$ cat src/source/cond_cfg_pkg.sv
/*
 * Filter condition configuration types
 * Widths, field types, memory packet and condition configuration structs
 */
`default_nettype none

package cond_cfg_pkg;

    localparam int DATA_W     = 32;
    localparam int NUM_FIELDS = 4;
    localparam int ADDR_W     = 16;
    localparam int SHIFT_W    = 4;
    localparam int CFG_WORDS  = 6;

    typedef logic [DATA_W-1:0]                mem_word_t;
    typedef logic [ADDR_W-1:0]                addr_offset_t;
    typedef logic [NUM_FIELDS-1:0]            field_mask_t;
    typedef logic [NUM_FIELDS*NUM_FIELDS-1:0] ops_mask_t;

    typedef enum logic [1:0] {
        KIND_OTHER        = 2'd0,
        KIND_CU_SETUP     = 2'd1,
        KIND_ENGINE_SETUP = 2'd2
    } buffer_kind_e;

    typedef enum logic [3:0] {
        OP_NOP = 4'd0,
        OP_EQ  = 4'd1,
        OP_NE  = 4'd2,
        OP_LT  = 4'd3,
        OP_GT  = 4'd4,
        OP_LE  = 4'd5,
        OP_GE  = 4'd6
    } filter_op_e;

    // Response word as it arrives from memory
    typedef struct packed {
        logic                 valid;
        buffer_kind_e         kind;
        addr_offset_t         offset;
        logic [SHIFT_W-1:0]   shift;
        mem_word_t            data;
    } mem_packet_t;

    typedef struct packed {
        logic break_flag;
        logic filter_post;
        logic continue_flag;
        logic ternary_flag;
        logic conditional_flag;
    } cond_flags_t;

    typedef struct packed {
        filter_op_e  filter_op;
        field_mask_t filter_mask;
        field_mask_t const_mask;
        mem_word_t   const_value;
        ops_mask_t   ops_mask;
        cond_flags_t flags;
    } cond_cfg_t;

endpackage

`default_nettype wire
$ cat src/source/filter_cond_cfg_loader.sv
/*
 * Filter condition configuration loader
 * Filters setup responses, assembles filter conditions and queues them for readout
 */
`timescale 1ns/1ns
`default_nettype none

module filter_cond_cfg_loader
    import cond_cfg_pkg::*;
#(
    parameter int SEQ_LEN     = 8,
    parameter int ENGINE_SLOT = 0,
    parameter int FIFO_DEPTH  = 16
) (
    input  logic        ap_clk,
    input  logic        rst,
    input  mem_packet_t mem_in,
    input  logic        cfg_rd_en,
    output cond_cfg_t   cfg_out,
    output logic        cfg_valid
);

    mem_word_t          filt_word;
    logic               filt_push;
    logic               filt_first;
    logic [DATA_W:0]    resp_dout;
    logic               resp_pop;
    logic               resp_valid;
    logic               resp_empty;
    logic [SEQ_LEN-1:0] slot;
    logic               capture;
    logic               complete;
    cond_cfg_t          asm_cfg;
    logic               asm_push;
    cond_cfg_t          out_dout;
    logic               out_rd_en;
    logic               out_valid;
    logic               out_empty;
    logic               out_almost_full;
    logic               rd_en_q;

    // ------------------------------------------------------------------------
    // Response path
    // ------------------------------------------------------------------------
    setup_word_filter #(.SEQ_LEN(SEQ_LEN), .ENGINE_SLOT(ENGINE_SLOT)) filter_i (
        .ap_clk(ap_clk), .rst(rst), .mem_in(mem_in),
        .push(filt_push), .word(filt_word), .word_is_first(filt_first)
    );

    // First-word flag rides above the data word
    sync_fifo #(.WIDTH(DATA_W + 1), .DEPTH(FIFO_DEPTH)) resp_fifo_i (
        .ap_clk(ap_clk), .rst(rst), .wr_en(filt_push), .din({filt_first, filt_word}),
        .rd_en(resp_pop), .dout(resp_dout), .dout_valid(resp_valid),
        .empty(resp_empty), .almost_full()
    );

    cond_cfg_ctrl #(.SEQ_LEN(SEQ_LEN)) ctrl_i (
        .ap_clk(ap_clk), .rst(rst), .resp_empty(resp_empty), .resp_valid(resp_valid),
        .resp_first(resp_dout[DATA_W]), .out_almost_full(out_almost_full),
        .resp_pop(resp_pop), .slot(slot), .capture(capture), .complete(complete)
    );

    cond_field_assembler assembler_i (
        .ap_clk(ap_clk), .word(resp_dout[DATA_W-1:0]), .slot(slot[CFG_WORDS-1:0]),
        .capture(capture), .complete(complete), .cfg_push(asm_push), .cfg(asm_cfg)
    );

    // ------------------------------------------------------------------------
    // Configuration output
    // ------------------------------------------------------------------------
    assign out_rd_en = rd_en_q & ~out_empty;

    sync_fifo #(.WIDTH($bits(cond_cfg_t)), .DEPTH(FIFO_DEPTH)) cfg_fifo_i (
        .ap_clk(ap_clk), .rst(rst), .wr_en(asm_push), .din(asm_cfg),
        .rd_en(out_rd_en), .dout(out_dout), .dout_valid(out_valid),
        .empty(out_empty), .almost_full(out_almost_full)
    );

    always_ff @(posedge ap_clk) begin
        if (rst) begin
            rd_en_q   <= 1'b0;
            cfg_valid <= 1'b0;
        end else begin
            rd_en_q   <= cfg_rd_en;
            cfg_valid <= out_valid;
        end
    end

    always_ff @(posedge ap_clk) begin
        cfg_out <= out_dout;
    end

endmodule

`default_nettype wire

$ cat src/source/cond_field_assembler.sv
/*
 * Condition field assembler
 * Decodes captured setup words into the filter condition fields by slot
 */
`timescale 1ns/1ns
`default_nettype none

module cond_field_assembler
    import cond_cfg_pkg::*;
(
    input  logic                 ap_clk,
    input  mem_word_t            word,
    input  logic [CFG_WORDS-1:0] slot,
    input  logic                 capture,
    input  logic                 complete,
    output logic                 cfg_push,
    output cond_cfg_t            cfg
);

    mem_word_t word_q;
    cond_cfg_t fields_q;
    cond_cfg_t fields_next;

    // Aligns the FIFO word with capture and slot
    always_ff @(posedge ap_clk) begin
        word_q <= word;
    end

    // ------------------------------------------------------------------------
    // Field decode
    // ------------------------------------------------------------------------
    always_comb begin
        fields_next = fields_q;
        if (capture) begin
            if (slot[0]) begin
                fields_next.filter_op = filter_op_e'(word_q[3:0]);
            end
            if (slot[1]) begin
                fields_next.filter_mask = word_q[NUM_FIELDS-1:0];
            end
            if (slot[2]) begin
                fields_next.const_mask = word_q[NUM_FIELDS-1:0];
            end
            if (slot[3]) begin
                fields_next.const_value = word_q;
            end
            if (slot[4]) begin
                fields_next.ops_mask = word_q[NUM_FIELDS*NUM_FIELDS-1:0];
            end
            if (slot[5]) begin
                fields_next.flags.break_flag       = word_q[0];
                fields_next.flags.filter_post      = word_q[1];
                fields_next.flags.continue_flag    = word_q[2];
                fields_next.flags.ternary_flag     = word_q[3];
                fields_next.flags.conditional_flag = word_q[4];
            end
        end
    end

    // Complete shares the edge with the last capture, so push the decoded view
    always_ff @(posedge ap_clk) begin
        fields_q <= fields_next;
        cfg_push <= complete;
        if (complete) begin
            cfg <= fields_next;
        end
    end

endmodule

`default_nettype wire

$ cat src/source/cond_cfg_ctrl.sv
/*
 * Condition configuration control
 * Pops response words, tracks the one-hot window slot, raises capture and complete
 */
`timescale 1ns/1ns
`default_nettype none

module cond_cfg_ctrl #(
    parameter int SEQ_LEN = 8
) (
    input  logic               ap_clk,
    input  logic               rst,
    input  logic               resp_empty,
    input  logic               resp_valid,
    input  logic               resp_first,
    input  logic               out_almost_full,
    output logic               resp_pop,
    output logic [SEQ_LEN-1:0] slot,
    output logic               capture,
    output logic               complete
);

    localparam logic [SEQ_LEN-1:0] SLOT_FIRST = {{(SEQ_LEN-1){1'b0}}, 1'b1};

    logic [SEQ_LEN-1:0] slot_q;
    logic [SEQ_LEN-1:0] slot_next;
    logic               capture_q;
    logic               complete_q;

    // ------------------------------------------------------------------------
    // Pop decision
    // ------------------------------------------------------------------------
    // Hold off while the output FIFO fills or a configuration is being pushed
    assign resp_pop = ~resp_empty & ~out_almost_full & ~complete_q;

    // ------------------------------------------------------------------------
    // Slot tracking
    // ------------------------------------------------------------------------
    always_comb begin
        slot_next = slot_q;
        if (resp_valid) begin
            if (resp_first) begin
                // Window opening word restarts the sequence
                slot_next = SLOT_FIRST;
            end else begin
                slot_next = slot_q << 1;
            end
        end else if (complete_q) begin
            slot_next = '0;
        end
    end

    always_ff @(posedge ap_clk) begin
        if (rst) begin
            slot_q     <= '0;
            capture_q  <= 1'b0;
            complete_q <= 1'b0;
        end else begin
            slot_q     <= slot_next;
            capture_q  <= resp_valid;
            // Last slot filled
            complete_q <= resp_valid & slot_next[SEQ_LEN-1];
        end
    end

    assign slot     = slot_q;
    assign capture  = capture_q;
    assign complete = complete_q;

endmodule

`default_nettype wire

$ cat src/source/sync_fifo.sv
/*
 * Synchronous FIFO
 * Circular buffer with registered read data, data-valid strobe and almost-full
 */
`timescale 1ns/1ns
`default_nettype none

module sync_fifo #(
    parameter int WIDTH = 32,
    parameter int DEPTH = 16
) (
    input  logic             ap_clk,
    input  logic             rst,
    input  logic             wr_en,
    input  logic [WIDTH-1:0] din,
    input  logic             rd_en,
    output logic [WIDTH-1:0] dout,
    output logic             dout_valid,
    output logic             empty,
    output logic             almost_full
);

    // Free entries left when almost_full rises
    localparam int ALMOST_FULL_MARGIN = 4;
    localparam int PTR_W = (DEPTH > 1) ? $clog2(DEPTH) : 1;
    localparam int CNT_W = $clog2(DEPTH + 1);

    logic [WIDTH-1:0] mem [DEPTH];
    logic [PTR_W-1:0] wr_ptr;
    logic [PTR_W-1:0] rd_ptr;
    logic [CNT_W-1:0] count;
    logic             full;
    logic             wr_ok;
    logic             rd_ok;

    assign full        = (count == CNT_W'(DEPTH));
    assign empty       = (count == '0);
    assign almost_full = (count >= CNT_W'(DEPTH - ALMOST_FULL_MARGIN));

    // Writes when full and reads when empty are dropped
    assign wr_ok = wr_en & ~full;
    assign rd_ok = rd_en & ~empty;

    // ------------------------------------------------------------------------
    // Pointers and occupancy
    // ------------------------------------------------------------------------
    always_ff @(posedge ap_clk) begin
        if (rst) begin
            wr_ptr     <= '0;
            rd_ptr     <= '0;
            count      <= '0;
            dout_valid <= 1'b0;
        end else begin
            dout_valid <= rd_ok;
            if (wr_ok) begin
                wr_ptr <= (wr_ptr == PTR_W'(DEPTH - 1)) ? '0 : wr_ptr + 1'b1;
            end
            if (rd_ok) begin
                rd_ptr <= (rd_ptr == PTR_W'(DEPTH - 1)) ? '0 : rd_ptr + 1'b1;
            end
            case ({wr_ok, rd_ok})
                2'b10:   count <= count + 1'b1;
                2'b01:   count <= count - 1'b1;
                default: count <= count;
            endcase
        end
    end

    // ------------------------------------------------------------------------
    // Storage
    // ------------------------------------------------------------------------
    always_ff @(posedge ap_clk) begin
        if (wr_ok) begin
            mem[wr_ptr] <= din;
        end
        if (rd_ok) begin
            dout <= mem[rd_ptr];
        end
    end

endmodule

`default_nettype wire

$ cat src/source/setup_word_filter.sv
/*
 * Setup word filter
 * Registers memory responses and keeps setup words inside this engine's window
 */
`timescale 1ns/1ns
`default_nettype none

module setup_word_filter
    import cond_cfg_pkg::*;
#(
    parameter int SEQ_LEN     = 8,
    parameter int ENGINE_SLOT = 0
) (
    input  logic        ap_clk,
    input  logic        rst,
    input  mem_packet_t mem_in,
    output logic        push,
    output mem_word_t   word,
    output logic        word_is_first
);

    // One extra bit so the window end never wraps
    localparam logic [ADDR_W:0] SEQ_BASE = (ADDR_W+1)'(ENGINE_SLOT * SEQ_LEN);
    localparam logic [ADDR_W:0] SEQ_END  = (ADDR_W+1)'(ENGINE_SLOT * SEQ_LEN + SEQ_LEN);

    logic               valid_q;
    buffer_kind_e       kind_q;
    addr_offset_t       offset_q;
    logic [SHIFT_W-1:0] shift_q;
    mem_word_t          data_q;
    addr_offset_t       seq_index;
    logic               is_setup;
    logic               in_window;

    always_ff @(posedge ap_clk) begin
        if (rst) begin
            valid_q <= 1'b0;
        end else begin
            valid_q <= mem_in.valid;
        end
    end

    always_ff @(posedge ap_clk) begin
        kind_q   <= mem_in.kind;
        offset_q <= mem_in.offset;
        shift_q  <= mem_in.shift;
        data_q   <= mem_in.data;
    end

    // Sequence index of the word within the setup stream
    assign seq_index = offset_q >> shift_q;
    assign is_setup  = (kind_q == KIND_CU_SETUP) || (kind_q == KIND_ENGINE_SETUP);
    assign in_window = ({1'b0, seq_index} >= SEQ_BASE) && ({1'b0, seq_index} < SEQ_END);

    assign push          = valid_q & is_setup & in_window;
    assign word          = data_q;
    assign word_is_first = ({1'b0, seq_index} == SEQ_BASE);

endmodule

`default_nettype wire

$ cat config.mk
export PLATFORM = sky130hd
export DESIGN_NAME = filter_cond_cfg_loader
export DESIGN_NICKNAME = d
export VERILOG_FILES = /design/src/source/cond_cfg_pkg.sv /design/src/source/filter_cond_cfg_loader.sv /design/src/source/cond_field_assembler.sv /design/src/source/cond_cfg_ctrl.sv /design/src/source/sync_fifo.sv /design/src/source/setup_word_filter.sv
export SDC_FILE = /design/constraint.sdc
export NUM_CORES = 2
export LEC_CHECK = 0
export ABC_AREA = 1
export BUFFER_PORTS_ARGS = -buffer_cell sky130_fd_sc_hd__buf_4
export CORE_MARGIN = 8
export CORE_UTILIZATION = 59
export CTS_BUF_LIST = sky130_fd_sc_hd__clkbuf_4
export DETAILED_ROUTE_END_ITERATION = 6
export HOLD_SLACK_MARGIN = 0.1
export PLACE_DENSITY = 0.72
export SYNTH_ARGS = -nofsm -noshare
export SYNTH_HDL_FRONTEND = slang
export SYNTH_SLANG_ARGS = --single-unit
$ cat constraint.sdc
create_clock -name ap_clk -period 5.57 [get_ports ap_clk]
set_input_delay 0.557 -clock ap_clk [delete_from_list [all_inputs] [get_ports ap_clk]]
set_output_delay 0.557 -clock ap_clk [all_outputs]
set_load 0.02 [all_outputs]
==> results.json <==
{
  "status": "finished, final reports clean",
  "grt.overflow.total": 0,
  "wl_per_cell_um": 22.1,
  "coreArea_um2": 123000,
  "clock_path_buffers": 4,
  "die_x_um": 368,
  "cts_root_buf": "clkbuf_4",
  "maxCapViolCount": 0,
  "vias": 44300,
  "gp_congestion": 0.761,
  "final_area_um2": 83000,
  "leakagePower_nw": 27.7,
  "clk_pin_slew_ns": 0.07,
  "drc": 0,
  "h-tree-depth": 5,
  "cts_tree": "built",
  "cp-end-kind": "register",
  "via_per_inst": 5.89,
  "slew_headroom_pct": 15.5,
  "ant_nets": 0,
  "worstPathRequired_ns": 6.75,
  "fin_crit_ns": 3.80,
  "syn_avg_cell_area_um2": 14.6,
  "cp_slowest_cell": "dfxtp_1",
  "ys_ff_latch": 1988,
  "dp_hpwl_um": 81800,
  "tightest_slew_ns": 1.27,
  "yosysUniqueCellTypes": 36,
  "worstSetupStartpointType": "register",
  "portBuffers": 123,
  "setup_violations": 0,
  "globalRouteTotalUtil_pct": 23.9,
  "die_area_um2": 135000,
  "synth-edff-count": 1731,
  "yosysMostFrequentCell": "edfxtp_1",
  "drtPass1Iterations": 6,
  "yosys.area.top_type": "edfxtp_1",
  "routed_wirelength_um": 166000,
  "cts-buffers-inserted": 484,
  "fp.dieH_um": 368,
  "synth.yosys.seq_area_share_pct": 78.4,
  "hold_viol": 0,
  "finalMaxSlewViolations": 0,
  "hold_class": "reg -> reg",
  "initial_core_util_pct": 59.2,
  "antenna_found_initial": 7,
  "fillers": 8435,
  "cpMostUsedCell": "nand2_1",
  "period_share_pct": 68.1,
  "syn-instance-count": 4997,
  "crit_path_max_fanout": 21,
  "rsz0062_at_grt": "no",
  "drive_gt1_share_pct": 17.7,
  "tns_ns": 0,
  "path_cells": "inv_2 -> nand2_1 -> nand2_1 -> nand2_1 -> nand3_1 -> o21bai_1 -> nand3_1 -> nand2_2 -> nand3_4 -> ha_1 -> ha_1 -> nand2_1 -> nor2_1 -> a211oi_1 -> o21ai_0 -> a21oi_1 -> nor2_1 -> nor3b_1",
  "io_pins": 124,
  "syn_to_final_growth_pct": 13.8,
  "clock_sinks": 1988,
  "yosys_warnings": 0,
  "worst-setup-path-type": "reg -> reg",
  "grt_pass1_vias": 43700,
  "rows": 129,
  "crit_family": "simple AND/OR/NAND/NOR gates",
  "syn_nets": 5075,
  "drtIter0Drc": 4685,
  "fin_skew_ns": 0.115,
  "placed_area_um2": 75600,
  "grt_max_degree": 220,
  "async_flop_share_pct": 0,
  "synth.area.top_cells": "edfxtp_1 (71%), dfxtp_1 (7.1%), nor2_1 (4.7%)",
  "netlist_area_um2": 72900,
  "clk_latency_ns": 1.32,
  "arrival_ns": 4.98,
  "netlist.area_leader.share_pct": 71.3,
  "worst-path-buf-inv": 1,
  "yosys-top-cells-count": "edfxtp_1 (1731), nor2_1 (920), o21ai_0 (459), nand2_1 (362), dfxtp_1 (257)",
  "fin_nets": 5562,
  "cpPeakStageDelay_ns": 0.67,
  "grt_pass1_wl_um": 251000,
  "ys.flop_type": "edfxtp_1",
  "pwr_density_cell_nw_per_um2": 384,
  "fmax_mhz": 263,
  "vdd_drop_max_uv": 259
}
## cells in the final DEF, fill, tap and decap left out, types with 27 or more instances in the layout
cell type         n
edfxtp_1       1731
nor2_1          902
clkbuf_4        761
o21ai_0         459
nand2_1         360
dfxtp_1         250
o32ai_1         237
buf_4           180
nand3_1         177
mux2i_1         155
o221ai_1        155
dlygate4sd3_1   117
clkinv_1         96
inv_1            65
o211ai_1         43
a21oi_1          27
## final timing paths
| kind | from | to | slack [ns] | cells after the start |
|---|---|---|---|---|
| worst max-delay path | filter_i.shift_q[0] | resp_fifo_i.count[4] | 1.77 | 18 |
| worst min-delay path | cfg_fifo_i.dout[43] | cfg_out[43] | 0.31 | 0 |
| worst max register to register | filter_i.shift_q[0] | resp_fifo_i.count[4] | 1.77 | 18 |
| worst min register to register | cfg_fifo_i.dout[43] | cfg_out[43] | 0.31 | 0 |
## per-stage QoR
step	hold WS, ns	utilization, %	worst slack, ns	power (mW)	instances
2_1_floorplan	0.323	-	1.27	19.3	4997
3_3_place_gp	0.325	61.4	2.07	20.2	6518
3_5_place_dp	0.327	61.4	1.97	20.3	6518
4_1_cts	0.288	67.4	1.95	32.1	7505
5_1_grt	0.312	67.4	1.59	33.1	7515
6_report	0.306	67.4	1.77	31.8	7515
## sequential cells by signal, indices dropped and copies added (netlist names), 2 cells and up
register and flops:
cfg_fifo_i.mem 1040, resp_fifo_i.mem 528, assembler_i.cfg 65, assembler_i.fields_q 65, cfg_fifo_i.dout 65, cfg_out 65
resp_fifo_i.dout 33, assembler_i.word_q 32, filter_i.word 32, filter_i.offset_q 16, ctrl_i.slot 7, cfg_fifo_i.count 5
resp_fifo_i.count 5, cfg_fifo_i.rd_ptr 4, cfg_fifo_i.wr_ptr 4, filter_i.shift_q 4, resp_fifo_i.rd_ptr 4, resp_fifo_i.wr_ptr 4
filter_i.kind_q 2
## logic make-up after synthesis
family / Yosys count / share of synthesized area [%]
AOI/OAI and AO/OA: 930 / 8.58
xor gates and xnor gates: 9 / 0.108
DFF: 1988 / 78.4
buffers and inverters: 387 / 2.12
muxes: 171 / 2.38
adders and majority gates: 20 / 0.364
and+or+nand+nor: 1492 / 8.09
## per-layer routing
metal | vias up | share of wire (%) | GRT usage (%)
li1 | 20100 | - | -
met3 | 375 | 7.5 | 4.18
met1 | 21800 | 40 | 31.1
met5 | - | 0.0078 | 0
met4 | 2 | 2.9 | 9.64
met2 | 1965 | 50 | 40.0
## area by class of cell
cell class / count / area, um2 / area share, %
clock buffer: 761 / 5710 / 6.88
clock inverter: 109 / 469 / 0.565
antenna: 10 / 25.0 / 0.0302
inverter: 75 / 299 / 0.360
tap: 1637 / 2050 / 2.47
multi-input combinational: 2622 / 14400 / 17.4
timing repair buffer: 313 / 2840 / 3.43
sequential: 1988 / 57100 / 68.9
## power by group
| group | switching (mW) | leakage, nW | total (mW) | internal (mW) |
|---|---|---|---|---|
| combinational | 2.15 | 6.33 | 3.22 | 1.07 |
| sequential | 0.330 | 17.7 | 16.9 | 16.6 |
| clock | 5.49 | 3.73 | 11.7 | 6.25 |
| total | 7.96 | 27.7 | 31.8 | 23.9 |
## what timing repair did
item,in CTS,in global routing
gates resized for setup,0,0
hold buffers,117,0
endpoints found under the hold margin,88,0
buffers inserted,0,0
(Power assumes the default switching activity.)
